$ cat src/logic/pipe_stage.sv
`timescale 1ns/1ps

module pipe_stage #(
    parameter type payload_t = logic [31:0]
) (
    input  logic     clk,
    input  logic     rst_n,
    input  logic     in_valid,
    output logic     in_ready,
    input  payload_t in_data,
    output logic     out_valid,
    input  logic     out_ready,
    output payload_t out_data
);

    logic     valid_q;
    payload_t data_q;

    // accept when empty or when the held item leaves this edge
    assign in_ready = ~valid_q | out_ready;

    always_ff @(posedge clk) begin
        if (!rst_n) begin
            valid_q <= 1'b0;
        end else if (in_ready) begin
            valid_q <= in_valid;               // refill or drain
        end
    end

    always_ff @(posedge clk) begin
        if (in_valid && in_ready) begin
            data_q <= in_data;                 // payload has no reset
        end
    end

    assign out_valid = valid_q;
    assign out_data  = data_q;

    // a stalled item must not change under the consumer
    assert property (@(posedge clk) disable iff (!rst_n)
        out_valid && !out_ready |=> out_valid && $stable(out_data))
        else $error("out_data changed while stalled");

endmodule

$ cat config.mk
export PLATFORM = sky130hd
export DESIGN_NAME = pipe_stage
export DESIGN_NICKNAME = d
export VERILOG_FILES = /design/src/logic/pipe_stage.sv
export SDC_FILE = /design/constraint.sdc
export NUM_CORES = 1
export LEC_CHECK = 0
export ABC_CLOCK_PERIOD_IN_PS = 1200
export BUFFER_PORTS_ARGS = -buffer_cell sky130_fd_sc_hd__buf_4
export CORE_ASPECT_RATIO = 0.8
export CORE_MARGIN = 10
export CORE_UTILIZATION = 39
export CTS_CLUSTER_DIAMETER = 80
export DETAILED_ROUTE_END_ITERATION = 16
export HOLD_SLACK_MARGIN = 0.12
export PLACE_DENSITY = 0.74
export SLEW_MARGIN = 20
export SYNTH_ARGS = -nofsm -noshare
export SYNTH_HDL_FRONTEND = slang
export SYNTH_SLANG_ARGS = --single-unit
$ cat constraint.sdc
create_clock -name clk -period 1.2 [get_ports clk]
set_input_delay 0 -clock clk [delete_from_list [all_inputs] [get_ports clk]]
set_output_delay 0 -clock clk [all_outputs]
set_load 0.05 [all_outputs]
==> results.cfg <==
[sta]
period_needed_ns = 1.10
worst_pin_slew_ns = 0.174
fin_crit_sh_pct = 91.7
max_freq_mhz = 909
setup_slack_ns = 0.0999
drv_slew = 0
relSlewSlack_pct = 88.4
setup_violations = 0
rsz0062_at_grt = no
worst_clock_skew_ns = 0.0193
hold_viol = 0

[synth]
synth-seq-cells = 33
syn_inst = 37
ys_warn_count = 0
synth_cell_types = 6
seq_area_frac_synth_pct = 96.3
mappedNetlistArea_um2 = 1020
syn_nets = 73
avgSynthCellArea_um2 = 27.5

[clock_network]
numCtsBuffers = 5
clk_pin_slew_ns = 0.13
cts_buffer_depth = 2
cts_tree = yes
cts_sinks = 33
cts_max_level = 2
worstSkewPairLatency_ns = 0.35
cts_root_buf = clkbuf_4

[worst_setup_path]
cp.arrival_ns = 1.13
critPathCaptureType = register
crit_path_max_fanout = 32
slowest_delay_ns = 0.37
path_cells = nand2b_4, and2_4, buf_12
cpMaxStageDelayCell = dfxtp_4
crit_required_ns = 1.23
worstSetupPathType = reg2reg
cp-start-kind = register
worstRegToRegCells = 3

[global_routing]
grt_max_degree = 33
first_global_vias = 966
antenna_found_initial = 0
track_usage_pct = 15.1
grt.overflow.total = 0
grt_pass1_wl_mm = 5.59

[final_layout]
final_nets = 186
diodes = 0
drive_above_1_share_pct = 54.3
num-fill-cells = 115
postLayoutCellArea_um2 = 2040
final_util_pct = 82.8
stdcell_count = 187
syn_to_final_growth_pct = 100

[worst_hold_path]
holdPathStages = 2
hold_path.class = in2reg

[flow_run]
cap_violations = 0

[power_and_ir_drop]
p_leak_nw = 0.873
ir_drop_uv = 841
powerDensity_nw_per_um2 = 1360
power_mw = 2.78

[floorplan]
fp.dieW_um = 77.1
initial_core_util_pct = 41.4
die_y_um = 65.7
rows = 16
coreArea_um2 = 2460
die-area_um2 = 5070
ioPinCount = 70

[route]
drcViolationCount = 0
vias_per_cell = 4.34
dr.pass1.iters = 4
vias = 811
avgRoutedWirePerCell_um = 20.5
wl_mm = 3.83
drtAntennaViolNets = 0
drt-initial-drc-count = 124

[placement]
dp_cells = 143
portBuffers = 69
dpl-instance-area_um2 = 1610
dp_slack_ns = 0.135
gp_congestion = 0.623

[status]
status = finished, final reports clean
-- synth_stat cells (all sizes together) --
library cell / n / area (um^2)
edfxtp: 32 / 961
a21boi: 1 / 11.3
and2: 1 / 8.76
dfxtp: 1 / 20.0
inv: 1 / 3.75
nand2b: 1 / 13.8
-- cell usage in the layout (no fill, tap or decap) --
master,count
buf_4,70
dlygate4sd3_1,35
edfxtp_1,32
clkbuf_4,5
nand2b_4,1
inv_1,1
a21boi_2,1
and2_4,1
clkbuf_1,1
bufinv_16,1
clkinv_2,1
dfxtp_4,1
buf_12,1
-- report_power, final --
part | internal (mW) | switching (mW) | total [mW]
registers | 1.34 | 0.0239 | 1.37
logic | 0.244 | 0.341 | 0.585
clock network | 0.437 | 0.391 | 0.828
-- sequential cells by signal, indices dropped and copies added (netlist names) --
| register | count |
|---|---|
| out_valid | 1 |
| out_data | 32 |
-- final timing paths --
kind	end	slack, ns	from
max	out_data[5]	0.1	out_valid
min	out_data[6]	0.36	in_data[6]
max reg2reg	out_data[5]	0.1	out_valid
min reg2reg	out_valid	0.51	out_valid
-- kinds of logic after synthesis --
family	share of synthesized area (%)
buffers and inverters	0.368
AND/OR/NAND/NOR	2.21
AO/OA/AOI/OAI	1.11
flip-flops	96.3
-- repair_timing --
item	CTS	global route
resized for setup	0	0
buffers inserted	0	1
endpoints found under the setup margin	0	1
endpoints found under the hold margin	33	1
hold buffers	34	2
-- cell type report --
type	instances	area (um^2)	area share, %
Timing Repair Buffer	106	896	43.9
Inverter	1	3.75	0.184
Tap cell	36	45.0	2.21
Clock buffer	6	41.3	2.02
Clock inverter	2	35.0	1.72
Multi-Input combinational cell	3	33.8	1.66
Sequential cell	33	985	48.3
-- critical path: cells and delay by family (launching register included) --
family                 cells  cell delay, ns
buffers and inverters      1            0.19
DFF                        1            0.37
and+or+nand+nor            2            0.22
-- layer usage --
layer / global-route usage, % / wire [um] / vias to the layer above
met1: 15.7 / 1450 / 380
met5: 0 / 0 / -
met4: 7.05 / 52 / 0
li1: - / - / 373
met2: 25.0 / 1960 / 52
met3: 7.88 / 361 / 6
-- through the flow --
step	hold WS [ns]	setup TNS [ns]
finish	0.362	0
floorplan	0.0989	-3.07
CTS	0.224	0
global placement	0.178	0
global route	0.354	0
detailed placement	0.179	0
Note: power is estimated with default switching activity, not from simulation.
