$ cat config.mk
export PLATFORM = sky130hd
export DESIGN_NAME = load_align
export DESIGN_NICKNAME = d
export VERILOG_FILES = /design/src/logic/mem_stage_pkg.sv /design/src/logic/load_align.sv
export SDC_FILE = /design/constraint.sdc
export NUM_CORES = 1
export LEC_CHECK = 0
export BUFFER_PORTS_ARGS = -buffer_cell sky130_fd_sc_hd__buf_2
export CORE_UTILIZATION = 28
export DETAILED_ROUTE_END_ITERATION = 8
export GPL_TIMING_DRIVEN = 1
export PLACE_DENSITY = 0.78
export SYNTH_ARGS = -nofsm -noshare
export SYNTH_HDL_FRONTEND = slang
export SYNTH_SLANG_ARGS = --single-unit
$ cat constraint.sdc
create_clock -name vclk -period 1.3
set_input_delay 0.065 -clock vclk [all_inputs]
set_output_delay 0.065 -clock vclk [all_outputs]
set_load 0.02 [all_outputs]
$ cat src/logic/mem_stage_pkg.sv
package mem_stage_pkg;

    // MIPS primary opcodes, instr[31:26]
    localparam logic [5:0] op_lb  = 6'b100000;
    localparam logic [5:0] op_lh  = 6'b100001;
    localparam logic [5:0] op_lw  = 6'b100011;
    localparam logic [5:0] op_lbu = 6'b100100;
    localparam logic [5:0] op_lhu = 6'b100101;
    localparam logic [5:0] op_sb  = 6'b101000;
    localparam logic [5:0] op_sh  = 6'b101001;
    localparam logic [5:0] op_sw  = 6'b101011;

    // data memory geometry
    localparam int ram_words  = 256;
    localparam int ram_addr_w = 8;            // log2 of ram_words

    // how a returned word is trimmed and extended
    typedef enum logic [2:0] {
        none          = 3'd0,                 // store, other opcode or faulted load
        word          = 3'd1,
        half_signed   = 3'd2,
        half_unsigned = 3'd3,
        byte_signed   = 3'd4,
        byte_unsigned = 3'd5
    } load_kind_t;

    // request stage payload, built by mem_control
    typedef struct packed {
        logic [ram_addr_w-1:0] word_idx;      // addr[ram_addr_w+1:2]
        logic [3:0]            byte_en;       // lane write enables
        logic [31:0]           wdata;         // lane-replicated store data
        load_kind_t            load_kind;
        logic [1:0]            offset;        // byte offset in the word
        logic                  load_error;
        logic                  store_error;
    } req_payload_t;

    // response stage payload, read word comes from the RAM register
    typedef struct packed {
        load_kind_t load_kind;
        logic [1:0] offset;
        logic       load_error;
        logic       store_error;
    } resp_payload_t;

endpackage
$ cat src/logic/load_align.sv
`timescale 1ns/1ps

module load_align
    import mem_stage_pkg::*;
(
    input  logic [31:0] rword,
    input  load_kind_t  load_kind,
    input  logic [1:0]  offset,
    output logic [31:0] rdata
);

    logic [15:0] half_sel;
    logic [7:0]  byte_sel;

    assign half_sel = offset[1] ? rword[31:16] : rword[15:0];
    assign byte_sel = rword[8*offset +: 8];   // lane 0..3

    always_comb begin
        case (load_kind)
            word: begin
                rdata = rword;
            end
            half_signed: begin
                rdata = {{16{half_sel[15]}}, half_sel};
            end
            half_unsigned: begin
                rdata = {16'h0, half_sel};
            end
            byte_signed: begin
                rdata = {{24{byte_sel[7]}}, byte_sel};
            end
            byte_unsigned: begin
                rdata = {24'h0, byte_sel};
            end
            default: begin
                rdata = 32'h0;                 // stores, faults, others
            end
        endcase
    end

endmodule

==> impl_metrics.py <==
metrics = {
    "grt": {
        "antenna_found_initial": 0,
        "grt_use_met2": 0.416,
        "grt_pass1_vias": 980,
        "met1_usage": 0.246,
        "grt_pass1_wl_mm": 4.25,
        "grt_max_degree": 19,
        "grt_use_met3": 0.00595,
        "grt_busiest_layer": "met2",
        "grt-ovfl-total": 0,
        "track_usage": 0.208,
    },
    "pwr": {
        "p_int_uw": 366,
        "leakagePower_nw": 0.785,
        "switching_share": 0.491,
        "p_sw_uw": 353,
        "seq_power_share": 0,
        "p_comb_frac": 1.000,
        "clkPwrFrac": 0,
        "p_per_area_nw_per_um2": 466,
        "irDropWorstVdd_mv": 0.291,
    },
    "status": {
        "status": "finished, violations left",
        "violations": "setup timing",
    },
    "sta": {
        "hold_violations": 0,
        "grt_setup_unrepaired": "yes",
        "period_share": 1.02,
        "fmax_mhz": 753,
        "layout_setup_ws_ps": -28.9,
        "max-slew-margin-rel": 0.747,
        "setup_viol": 16,
        "tightestPinTransition_ps": 379,
        "fin_crit_ps": 1330,
        "tns_ps": -291,
        "slew_viol_final": 0,
    },
    "layout": {
        "seq_cells": 0,
        "diodes": 0,
        "multi_input_area_um2": 753,
        "area_delta_synth_final_pct": 130,
        "fillers": 171,
        "fin_nets": 228,
        "fin_util": 0.691,
        "final_cell_mix": "buf_2, buf_6, buf_4",
        "seqCellArea_um2": 0,
        "mostFrequentLayoutCell": "buf_2",
        "nClkBuffers": 0,
        "drive_gt1_frac": 0.651,
        "final_cells": 217,
    },
    "critical_path": {
        "startpoint_type": "primary input",
        "crit_path_cell_trace": "buf_2 -> buf_4 -> mux2i_4 -> buf_12 -> nand2_2 -> buf_6",
        "worstPathMaxFanout": 18,
        "slowest_delay_ps": 400,
        "cp_data_arrival_time_ps": 1260,
        "critPathKind": "in -> out",
        "cp.required_ps": 1240,
        "slowest_stage": "mux2i_4",
        "crit_path_end_kind": "primary output",
    },
    "worst_hold_path": {
        "min_to": "rdata[29]",
        "min-delay-start": "rword[29]",
        "holdPathStages": 4,
        "hp-class": "in -> out",
    },
    "place": {
        "routabilityCongestion": 0.768,
        "dp.cells": 215,
        "dp_hpwl_mm": 2.08,
        "io_buffers": 69,
    },
    "synthesis": {
        "synthDistinctLibCells": 25,
        "synth_warnings": 0,
        "synthesis.area_um2": 669,
        "syn_nets": 143,
        "yosysTopAreaCell": "nand2_1",
        "synth_top_area_share": 0.185,
        "ys_seq_area_frac": 0,
        "synthTopCellsByArea": "nand2_1, mux2i_1, a221o_1",
        "synthCells": 106,
        "synth_area_per_cell_um2": 6.32,
    },
    "routing": {
        "wl_mm": 2.87,
        "final_antenna_net_count": 0,
        "drt_iter0_markers": 14,
        "remaining_drc_errors": 0,
        "wl_per_cell_um": 13.2,
        "viasPerCell": 5.04,
        "firstDrtPassIters": 4,
        "num_vias": 1093,
    },
    "die": {
        "dieArea_um2": 2590,
        "fp.dieH_um": 50.9,
        "pin_count": 69,
        "rows": 17,
        "initial_utilization": 0.300,
        "die_w_um": 50.9,
        "core_um2": 2230,
    },
    "run": {
        "cap_violations": 0,
    },
}
kinds of logic after synthesis:
kind of cell           share of synthesized area
buffers and inverters                     0.0785
multiplexers                               0.215
AND/OR/NAND/NOR                            0.359
AO/OA/AOI/OAI                              0.348
how the worst max path moves through the flow:
stage                            start         to  slack [ps]  cells past startpoint
final                     load_kind[1]  rdata[21]         -30                      6
after CTS                    offset[1]  rdata[19]         -10                      8
after global placement       offset[1]  rdata[27]        -110                      8
after detailed placement     offset[1]  rdata[24]        -130                      8
after floorplan           load_kind[2]  rdata[16]          -5                      6
after global routing         offset[1]  rdata[22]         -70                      8
cell usage after synthesis:
| cell type | instances |
|---|---|
| nor3_2 | 1 |
| nand2_1 | 33 |
| mux2i_4 | 1 |
| clkbuf_1 | 4 |
| nor2b_1 | 1 |
| a32oi_1 | 1 |
| nand2b_1 | 2 |
| o22ai_1 | 1 |
| nor3_1 | 1 |
| o31ai_1 | 1 |
| o21bai_1 | 1 |
| buf_4 | 1 |
| inv_1 | 1 |
| or3b_4 | 1 |
| a211oi_1 | 7 |
| o21a_1 | 8 |
| buf_2 | 2 |
| a221o_1 | 7 |
| clkbuf_2 | 1 |
| buf_6 | 1 |
| mux2_2 | 1 |
| mux2i_1 | 11 |
| nand3b_1 | 2 |
| nor2_1 | 15 |
| o22ai_4 | 1 |
through the flow:
step | hold slack (ps) | power, mW | instance area [um^2] | worst slack (ps)
after CTS | 429 | 0.653 | 1420 | -12.8
after floorplan | 272 | 0.322 | 703 | -4.55
after global placement | 447 | 0.539 | 1200 | -113
after global routing | 461 | 0.760 | 1540 | -70.7
after detailed placement | 448 | 0.543 | 1200 | -132
final | 436 | 0.719 | 1540 | -28.9
worst max-delay path, delay by kind of cell:
family                 cells  cell delay [ps]
buffers and inverters      4              730
and+or+nand+nor            1               50
muxes                      1              400
power by group through the flow:
stage / Sequential [mW] / Clock, mW / Combinational (mW)
after floorplan: 0 / 0 / 0.322
after global placement: 0 / 0 / 0.539
after detailed placement: 0 / 0 / 0.543
after CTS: 0 / 0 / 0.653
after global routing: 0 / 0 / 0.760
final: 0 / 0 / 0.719
per-layer routing:
metal	vias to the layer above	wire length, um
li1	550	-
met1	485	1160
met2	52	1510
met3	6	134
met4	0	64
met5	-	0
timing repair:
item,in CTS,in global routing
pin swaps,9,8
endpoints found under the setup margin,31,32
gates resized for setup,61,29
setup buffers,1,1
gates cloned,0,0
hold buffers,0,0
area by class of cell:
type | instances | area share
Multi-Input combinational cell | 96 | 0.488
Timing Repair Buffer | 92 | 0.487
Tap cell | 28 | 0.0227
Inverter | 1 | 0.00243
Power figures use the tool's default switching activity.
