==> config.mk <==
export PLATFORM = sky130hd
export DESIGN_NAME = mem_control
export DESIGN_NICKNAME = d
export VERILOG_FILES = /design/src/logic/mem_stage_pkg.sv /design/src/logic/mem_control.sv
export SDC_FILE = /design/constraint.sdc
export NUM_CORES = 1
export LEC_CHECK = 0
export BUFFER_PORTS_ARGS = -buffer_cell sky130_fd_sc_hd__buf_2
export CORE_MARGIN = 3
export CORE_UTILIZATION = 29
export DETAILED_ROUTE_END_ITERATION = 10
export PLACE_DENSITY = 0.88
export SKIP_LAST_GASP = 1
export SYNTH_ARGS = -nofsm -noshare
export SYNTH_HDL_FRONTEND = slang
export SYNTH_SLANG_ARGS = --single-unit
==> constraint.sdc <==
create_clock -name vclk -period 2.1
set_clock_uncertainty 0.2 [all_clocks]
set_input_delay 0.21 -clock vclk [all_inputs]
set_output_delay 0.21 -clock vclk [all_outputs]
set_load 0.01 [all_outputs]
==> src/logic/mem_stage_pkg.sv <==
package mem_stage_pkg;

    // MIPS primary opcodes, instr[31:26]
    localparam logic [5:0] op_lb  = 6'b100000;
    localparam logic [5:0] op_lh  = 6'b100001;
    localparam logic [5:0] op_lw  = 6'b100011;
    localparam logic [5:0] op_lbu = 6'b100100;
    localparam logic [5:0] op_lhu = 6'b100101;
    localparam logic [5:0] op_sb  = 6'b101000;
    localparam logic [5:0] op_sh  = 6'b101001;
    localparam logic [5:0] op_sw  = 6'b101011;

    // data memory geometry
    localparam int ram_words  = 256;
    localparam int ram_addr_w = 8;            // log2 of ram_words

    // how a returned word is trimmed and extended
    typedef enum logic [2:0] {
        none          = 3'd0,                 // store, other opcode or faulted load
        word          = 3'd1,
        half_signed   = 3'd2,
        half_unsigned = 3'd3,
        byte_signed   = 3'd4,
        byte_unsigned = 3'd5
    } load_kind_t;

    // request stage payload, built by mem_control
    typedef struct packed {
        logic [ram_addr_w-1:0] word_idx;      // addr[ram_addr_w+1:2]
        logic [3:0]            byte_en;       // lane write enables
        logic [31:0]           wdata;         // lane-replicated store data
        load_kind_t            load_kind;
        logic [1:0]            offset;        // byte offset in the word
        logic                  load_error;
        logic                  store_error;
    } req_payload_t;

    // response stage payload, read word comes from the RAM register
    typedef struct packed {
        load_kind_t load_kind;
        logic [1:0] offset;
        logic       load_error;
        logic       store_error;
    } resp_payload_t;

endpackage
==> src/logic/mem_control.sv <==
`timescale 1ns/1ps

module mem_control
    import mem_stage_pkg::*;
(
    input  logic [31:0] instr,
    input  logic [31:0] addr,
    input  logic [31:0] wdata,
    output logic [3:0]  byte_en,
    output logic [31:0] store_data,
    output load_kind_t  load_kind,
    output logic        load_error,
    output logic        store_error
);

    logic [5:0] op_code;
    logic       is_lw;
    logic       is_lh;
    logic       is_lhu;
    logic       is_lb;
    logic       is_lbu;
    logic       is_sw;
    logic       is_sh;
    logic       is_sb;
    logic       word_aligned;
    logic       half_aligned;

    assign op_code = instr[31:26];

    assign is_lw  = (op_code == op_lw);
    assign is_lh  = (op_code == op_lh);
    assign is_lhu = (op_code == op_lhu);
    assign is_lb  = (op_code == op_lb);
    assign is_lbu = (op_code == op_lbu);
    assign is_sw  = (op_code == op_sw);
    assign is_sh  = (op_code == op_sh);
    assign is_sb  = (op_code == op_sb);

    assign word_aligned = (addr[1:0] == 2'b00);
    assign half_aligned = ~addr[0];            // offset 0 or 2

    // address errors, bytes never fault
    assign load_error  = (is_lw & ~word_aligned)
                       | ((is_lh | is_lhu) & ~half_aligned);
    assign store_error = (is_sw & ~word_aligned)
                       | (is_sh & ~half_aligned);

    // lane enables, misaligned stores fall through to zero
    always_comb begin
        byte_en = 4'b0000;
        if (is_sw && word_aligned) begin
            byte_en = 4'b1111;
        end else if (is_sh && half_aligned) begin
            byte_en = addr[1] ? 4'b1100 : 4'b0011;
        end else if (is_sb) begin
            byte_en = 4'b0001 << addr[1:0];
        end
    end

    // spread the store value over every lane it could land in
    always_comb begin
        store_data = 32'h0;
        if (is_sw) begin
            store_data = wdata;
        end else if (is_sh) begin
            store_data = {2{wdata[15:0]}};
        end else if (is_sb) begin
            store_data = {4{wdata[7:0]}};
        end
    end

    // a faulted load returns nothing
    always_comb begin
        load_kind = none;
        if (!load_error) begin
            if (is_lw) begin
                load_kind = word;
            end else if (is_lh) begin
                load_kind = half_signed;
            end else if (is_lhu) begin
                load_kind = half_unsigned;
            end else if (is_lb) begin
                load_kind = byte_signed;
            end else if (is_lbu) begin
                load_kind = byte_unsigned;
            end
        end
    end

    // the RAM must never see lanes for a faulted store
    always_comb begin
        assert (!(store_error && byte_en != 4'b0000))
            else $error("byte_en set on misaligned store");
        assert (!(load_error && store_error))
            else $error("load and store error at once");
    end

endmodule

==> results.json, run 1 <==
{
  "grt_usage_pct": 16.1,
  "grt_max_degree": 29,
  "fin_util_pct": 46.6,
  "power.leakage_nw": 0.597,
  "num_vias": 1093,
  "finalHoldViolCount": 0,
  "post_cts_buffers": 0,
  "hpwl_mm": 1.99,
  "drtIter0Drc": 12,
  "layout_commonest_cell": "buf_2",
  "core_um2": 2250,
  "wl_per_cell_um": 11.9,
  "globalplace.congestion": 0.676,
  "layout.cells.non_filler": 216,
  "synth_cells": 117,
  "ys_types": 26,
  "finalSetupViolations": 0,
  "postCtsHoldBufs": 0,
  "fmax_ghz": 0.558,
  "yosysSeqAreaShare_pct": 0,
  "startpoint_type": "primary input",
  "powerDensity_nw_per_um2": 140,
  "vdd_drop_max_mv": 0.0838,
  "grt_setup_unrepaired": "false",
  "placedCellCount": 216,
  "syn_area_um2": 698,
  "die_area_um2": 3030,
  "die_h_um": 55.1,
  "slew_violations": 0,
  "numSequentialCells": 0,
  "fp.dieW_um": 55.1,
  "yosysWarnings": 0,
  "grt_pass1_vias": 893,
  "fin_tns_setup_ns": 0,
  "initial_core_util_pct": 31.0,
  "num_rows": 17,
  "area_delta_synth_final_pct": 50.5,
  "cts_resized": 0,
  "fill_cells": 259,
  "final_cell_mix": "buf_2 (81), nand2_1 (25), a21oi_1 (15), nor2_1 (11)",
  "nNetsFinal": 286,
  "synth_top_cell_by_area": "nand2_1",
  "pin_count": 137,
  "avgViaCountPerCell": 5.06,
  "drive_above_1_share_pct": 47.9,
  "diodes": 0,
  "path_max_fanout": 23,
  "nClkBuffers": 0,
  "avgSynthCellArea_um2": 5.97,
  "fin_crit_sh_pct": 85.3,
  "synth_nets": 213,
  "outcome": "finished, final reports clean",
  "grt_overflow": 0,
  "worst_pin_slew_ns": 0.452,
  "ant_nets": 0,
  "crit_arrival_ns": 1.38,
  "path_class": "in -> out",
  "first_pass_iters": 4,
  "synth_top_area_share_pct": 13.4,
  "antenna_found_initial": 0,
  "crit_path_end_kind": "output port",
  "grt_pass1_wl_mm": 3.75,
  "drc": 0,
  "drv_cap": 0,
  "required_ns": 1.69,
  "seqCellArea_um2": 0,
  "io_buffers": 81,
  "slew_headroom_pct": 69.8,
  "hp-class": "in -> out",
  "period_needed_ns": 1.79,
  "ys_top_cells_by_area": "nand2_1 (13%), a21oi_1 (11%), a21o_1 (9.7%), a22oi_1 (9.7%), buf_6 (8.1%)",
  "routed_wl_mm": 2.57
}
[final timing paths]
| path | start | end | slack [ns] | depth (start not counted) |
|---|---|---|---|---|
| min | instr[28] | load_error | 0.53 | 3 |
| max | instr[26] | byte_en[0] | 0.31 | 5 |
[per-layer routing]
layer | part of all wire [%] | GRT usage, % | up-vias
li1 | - | - | 549
met1 | 41 | 20.8 | 483
met2 | 48 | 30.5 | 61
met3 | 11 | 0.804 | 0
met4 | 0 | 0.405 | 0
met5 | 0 | 0 | -
[worst max-delay path: stages]
cell     delay, ns
buf_2         0.33
inv_2         0.08
a21oi_2       0.38
nor3b_2       0.24
buf_2         0.15
[final cells by class]
cell class | count | area, µm² | share of cell area (%)
inverters | 2 | 7.51 | 0.714
multi-input cells | 104 | 596 | 56.7
well taps | 28 | 35.0 | 3.33
repair buffers | 82 | 413 | 39.3
[power by group]
group,leakage (nW),total (mW),switching [mW],internal [mW]
combinational,0.597,0.147,0.0808,0.0659
sequential,0,0,0,0
clock,0,0,0,0
[synth_stat cells]
library cell / number
mux2i_1: 1
nand4bb_1: 1
nor2b_1: 1
nor4_1: 1
clkinv_1: 1
a21o_1: 9
a211oi_1: 1
xor2_1: 1
nor2_1: 11
nand2b_1: 8
clkbuf_1: 1
a22oi_1: 9
buf_8: 1
a21oi_2: 4
or3b_1: 1
buf_6: 5
nand2_1: 25
a32oi_1: 1
a21oi_1: 15
inv_2: 1
and2_4: 1
nor2_2: 1
nor3_1: 4
nor3b_2: 1
and2_1: 8
buf_2: 4
[cells by family (layout without fill, tap and decap cells)]
kind of cell	Yosys count	after routing	synth area share (%)
buffers and inverters	13	84	14.7
AO/OA/AOI/OAI	39	39	37.5
XOR/XNOR	1	1	1.25
multiplexers	1	1	1.43
AND/OR/NAND/NOR	63	63	45.2
[stage by stage]
step | area [µm²] | total power, mW | setup WS (ns) | hold slack (ns)
2_1_floorplan | 698 | 0.0933 | 0.696 | 0.303
3_3_place_gp | 1050 | 0.144 | 0.317 | 0.525
3_5_place_dp | 1050 | 0.147 | 0.268 | 0.529
4_1_cts | 1050 | 0.148 | 0.251 | 0.529
5_1_grt | 1050 | 0.165 | 0.160 | 0.557
6_report | 1050 | 0.147 | 0.308 | 0.528
No activity file was read; power rests on OpenSTA's default activity.
==> run 2, diff against run 1 <==
==> constraint.sdc (replaced) <==
create_clock -name vclk -period 2.1
set_clock_uncertainty 0.2 [all_clocks]
set_input_delay 0.42 -clock vclk [all_inputs]
set_output_delay 0.42 -clock vclk [all_outputs]
set_load 0.01 [all_outputs]
==> run 2 against run 1 <==
Against the previous run:
- cell count grew 4.2%
- clock-buffer cell count is the same
- via count grew 2.9%
- setup slack lost 0.23 ns
- core utilization grew 4.3 points
- critical path type unchanged
- highest routed layer unchanged
==> results.json, run 2 (synthesized netlist as in run 1, its figures left out) <==
{
  "outcome": "finished, final reports clean",
  "grt_overflow": 0,
  "cpMostUsedCell": "buf_2",
  "multiInputGateArea_um2": 596,
  "slew_violations": 0,
  "switchingPower_uw": 84.1,
  "routed_wl_mm": 2.64,
  "pin_count": 137,
  "antenna_found_initial": 0,
  "drive_above_1_share_pct": 50.8,
  "path_class": "in -> out",
  "postPlaceCellArea_um2": 1110,
  "fin_crit_sh_pct": 96.5,
  "num_vias": 1125,
  "p_sw_share_pct": 51.1,
  "ant_nets": 0,
  "fp.dieW_um": 55.1,
  "design_area_um2": 1150,
  "diodes": 0,
  "num_rows": 17,
  "critPathTopFamily": "buffers and inverters",
  "crit_path_end_kind": "output port",
  "share_comb_of_total_power_pct": 100.0,
  "startpoint_type": "primary input",
  "core_um2": 2250,
  "finalSetupViolations": 0,
  "vdd_drop_max_mv": 0.0740,
  "die_h_um": 55.1,
  "pwr-share-seq_pct": 0,
  "required_ns": 1.48,
  "path_buf_inv": 3,
  "drv_cap": 0,
  "power.leakage_nw": 0.650,
  "design_power_total_uw": 165,
  "initial_core_util_pct": 31.0,
  "slew_headroom_pct": 79.9,
  "crit_slowest_cell": "buf_4",
  "seqCellArea_um2": 0,
  "drc": 0,
  "nClkBuffers": 0,
  "globalplace.congestion": 0.676,
  "hp-class": "in -> out",
  "grt_pass1_vias": 922,
  "grt_pass1_wl_mm": 3.74,
  "die_area_um2": 3030,
  "crit_chain": "buf_2, nand4bb_1, buf_4, nor3_1, buf_2",
  "grt_usage_pct": 15.9,
  "worst_pin_slew_ns": 0.301,
  "avgViaCountPerCell": 5.00,
  "first_pass_iters": 4,
  "finalHoldViolCount": 0,
  "drtIter0Drc": 11,
  "period_needed_ns": 2.03,
  "crit_arrival_ns": 1.41,
  "path_max_fanout": 28,
  "area_delta_synth_final_pct": 64.3,
  "grt_max_degree": 29,
  "fmax_ghz": 0.494,
  "final_cell_mix": "buf_2 (81), nand2_1 (25), a21oi_1 (15), nor2_1 (11)",
  "nNetsFinal": 295,
  "layout.cells.non_filler": 225,
  "power.internal_uw": 80.7,
  "clkPwrFrac_pct": 0,
  "numSequentialCells": 0,
  "fill_cells": 242,
  "layout_commonest_cell": "buf_2",
  "placedCellCount": 222,
  "hpwl_mm": 2.06,
  "powerDensity_nw_per_um2": 144,
  "cpPeakStageDelay_ns": 0.26,
  "wl_per_cell_um": 11.7,
  "io_buffers": 81,
  "fin_tns_setup_ns": 0,
  "grt_setup_unrepaired": "false"
}
==> run 2: power by group through the flow <==
stage | logic, mW | clock network (mW) | registers [mW]
floorplan | 0.0933 | 0 | 0
global placement | 0.154 | 0 | 0
detailed placement | 0.157 | 0 | 0
CTS | 0.157 | 0 | 0
global route | 0.184 | 0 | 0
finish | 0.165 | 0 | 0
==> run 2: cell type report <==
| cell class | instances | share of cell area (%) |
|---|---|---|
| inverters | 2 | 0.981 |
| multi-input cells | 104 | 51.9 |
| well taps | 28 | 3.05 |
| repair buffers | 91 | 44.1 |
==> run 2: metal layers <==
metal | vias up | track usage, % | part of all wire [%]
met2 | 57 | 30.3 | 49
met4 | 0 | 0.810 | 0
met5 | - | 0 | 0
met1 | 499 | 20.3 | 43
li1 | 569 | - | -
met3 | 0 | 0.804 | 8.3
==> run 2: what timing repair did <==
action                                  4_1_cts  5_1_grt
setup buffers                                 0        3
endpoints found under the setup margin        0        3
resized for setup                             0        1
hold buffers                                  0        0
==> run 2: path summary, 6_finish.rpt <==
kind,slack [ns],endpoint,depth (start not counted),start
max,0.07,byte_en[1],5,instr[28]
min,0.95,load_error,3,instr[28]
==> run 2: stage by stage <==
stage                     hold WS (ns)  setup WS (ns)  utilization [%]
after floorplan                  0.723          0.276                -
after global placement           0.946         0.0890             49.2
after detailed placement         0.951         0.0454             49.2
after CTS                        0.952         0.0483             49.2
after global routing             0.971         0.0197             50.9
final                            0.948         0.0738             50.9
==> run 3, diff against run 2 <==
--- a/config.mk
+++ b/config.mk
@@ -10,6 +10,7 @@
 export CORE_UTILIZATION = 29
 export DETAILED_ROUTE_END_ITERATION = 10
 export PLACE_DENSITY = 0.88
+export RECOVER_POWER = 50
 export SKIP_LAST_GASP = 1
 export SYNTH_ARGS = -nofsm -noshare
 export SYNTH_HDL_FRONTEND = slang
==> run 3 against run 2 <==
Against the previous run:
- routed wire length shrank 1.4%
- cell count is the same
- flip-flop and latch count is the same
- first-iteration DRC count grew 9.1%
- maximum frequency grew 1.3%
- sequential share of layout area is the same
- hold slack gained 0.0020 ns
- core utilization shrank 0.78 points
- critical path depth grew 1
- highest routed layer unchanged
==> results.json, run 3 (synthesized netlist as in run 1, its figures left out) <==
{
  "outcome": "finished, final reports clean",
  "avgViaCountPerCell": 5.01,
  "path_max_fanout": 11,
  "share_comb_of_total_power_pct": 100.0,
  "layout_commonest_cell": "buf_2",
  "grt_util_met1_pct": 20.3,
  "power.leakage_nw": 0.609,
  "hp-class": "in -> out",
  "die_h_um": 55.1,
  "required_ns": 1.48,
  "drtIter0Drc": 12,
  "crit_path_end_kind": "output port",
  "pin_count": 137,
  "finalSetupViolations": 0,
  "crit_slowest_cell": "buf_4",
  "slew_violations": 0,
  "die_area_um2": 3030,
  "grt_pass1_wl_mm": 3.74,
  "hpwl_mm": 2.06,
  "grt_setup_unrepaired": "false",
  "first_pass_iters": 4,
  "globalplace.congestion": 0.676,
  "numSequentialCells": 0,
  "switchingPower_uw": 83.2,
  "slew_headroom_pct": 79.7,
  "num_vias": 1127,
  "fin_crit_sh_pct": 95.3,
  "postPlaceCellArea_um2": 1110,
  "drc": 0,
  "num_rows": 17,
  "design_power_total_uw": 163,
  "final_cell_mix": "buf_2 (70), nand2_1 (25), a21oi_1 (16), nor2_1 (12)",
  "path_class": "in -> out",
  "diodes": 0,
  "postCtsHoldBufs": 0,
  "grt-busiest-layer": "met2",
  "crit_arrival_ns": 1.38,
  "period_needed_ns": 2.00,
  "grt_usage_pct": 15.9,
  "clkPwrFrac_pct": 0,
  "drive_above_1_share_pct": 45.2,
  "use_met2_pct": 30.3,
  "grt_overflow": 0,
  "fp.dieW_um": 55.1,
  "antenna_found_initial": 0,
  "core_um2": 2250,
  "initial_core_util_pct": 31.0,
  "nNetsFinal": 295,
  "grt_pass1_vias": 922,
  "routed_wl_mm": 2.60,
  "design_area_um2": 1130,
  "cpPeakStageDelay_ns": 0.19,
  "pwr-share-seq_pct": 0,
  "worst_pin_slew_ns": 0.305,
  "vdd_drop_max_mv": 0.0714,
  "startpoint_type": "primary input",
  "ant_nets": 0,
  "finalHoldViolCount": 0,
  "p_sw_share_pct": 51.1,
  "met3_usage_pct": 0.804,
  "area_delta_synth_final_pct": 61.8,
  "fin_tns_setup_ns": 0,
  "grt_max_degree": 29,
  "drv_cap": 0,
  "cpMostUsedCell": "buf_2",
  "fmax_ghz": 0.500,
  "setup_ws_ns": 0.0991,
  "wl_per_cell_um": 11.5,
  "seqCellArea_um2": 0,
  "powerDensity_nw_per_um2": 144,
  "place_ws_ns": 0.0454,
  "power.internal_uw": 79.7,
  "crit_chain": "buf_2, nor2_1, buf_4, a21oi_1, nor3_1, buf_2",
  "io_buffers": 81,
  "nClkBuffers": 0
}
## run 3: changes by cell type in the layout (fill, tap and decap cells not counted), sizes merged
cell	change
buf	-11
clkbuf	+11
## run 3: final cells by class
class              count  area (µm²)
repair buffers        91         494
inverters              2        11.3
fillers              252        1120
multi-input cells    104         589
well taps             28        35.0
## run 3: power by group through the flow
stage / Combinational, mW / Clock (mW) / Sequential [mW]
floorplan: 0.0933 / 0 / 0
global placement: 0.154 / 0 / 0
detailed placement: 0.157 / 0 / 0
CTS: 0.157 / 0 / 0
global route: 0.183 / 0 / 0
finish: 0.163 / 0 / 0
## run 3: layer usage
metal / up-vias / share of wire (%)
met1: 504 / 42
met2: 55 / 49
met4: 0 / 0
li1: 568 / -
met5: - / 0
met3: 0 / 8.5
## run 3: final timing paths
check	start	end	cells after the start
setup / recovery	instr[26]	byte_en[1]	6
hold / removal	instr[28]	load_error	3
## run 3: metrics by stage
step | util (%) | instances | hold WS [ns]
global placement | 49.2 | 222 | 0.946
detailed placement | 49.2 | 222 | 0.951
finish | 50.1 | 225 | 0.950
floorplan | - | 117 | 0.723
global route | 50.1 | 225 | 0.971
CTS | 49.2 | 222 | 0.952
## run 3: worst max-delay path, delay by kind of cell
kind / cells / cell delay, ns
compound gates: 1 / 0.08
buf+inv: 3 / 0.53
simple gates: 2 / 0.34
## run 3: what timing repair did
action                                  4_1_cts  5_1_grt
setup buffers                                 0        3
gates resized for setup                       0        1
endpoints found under the setup margin        0        3
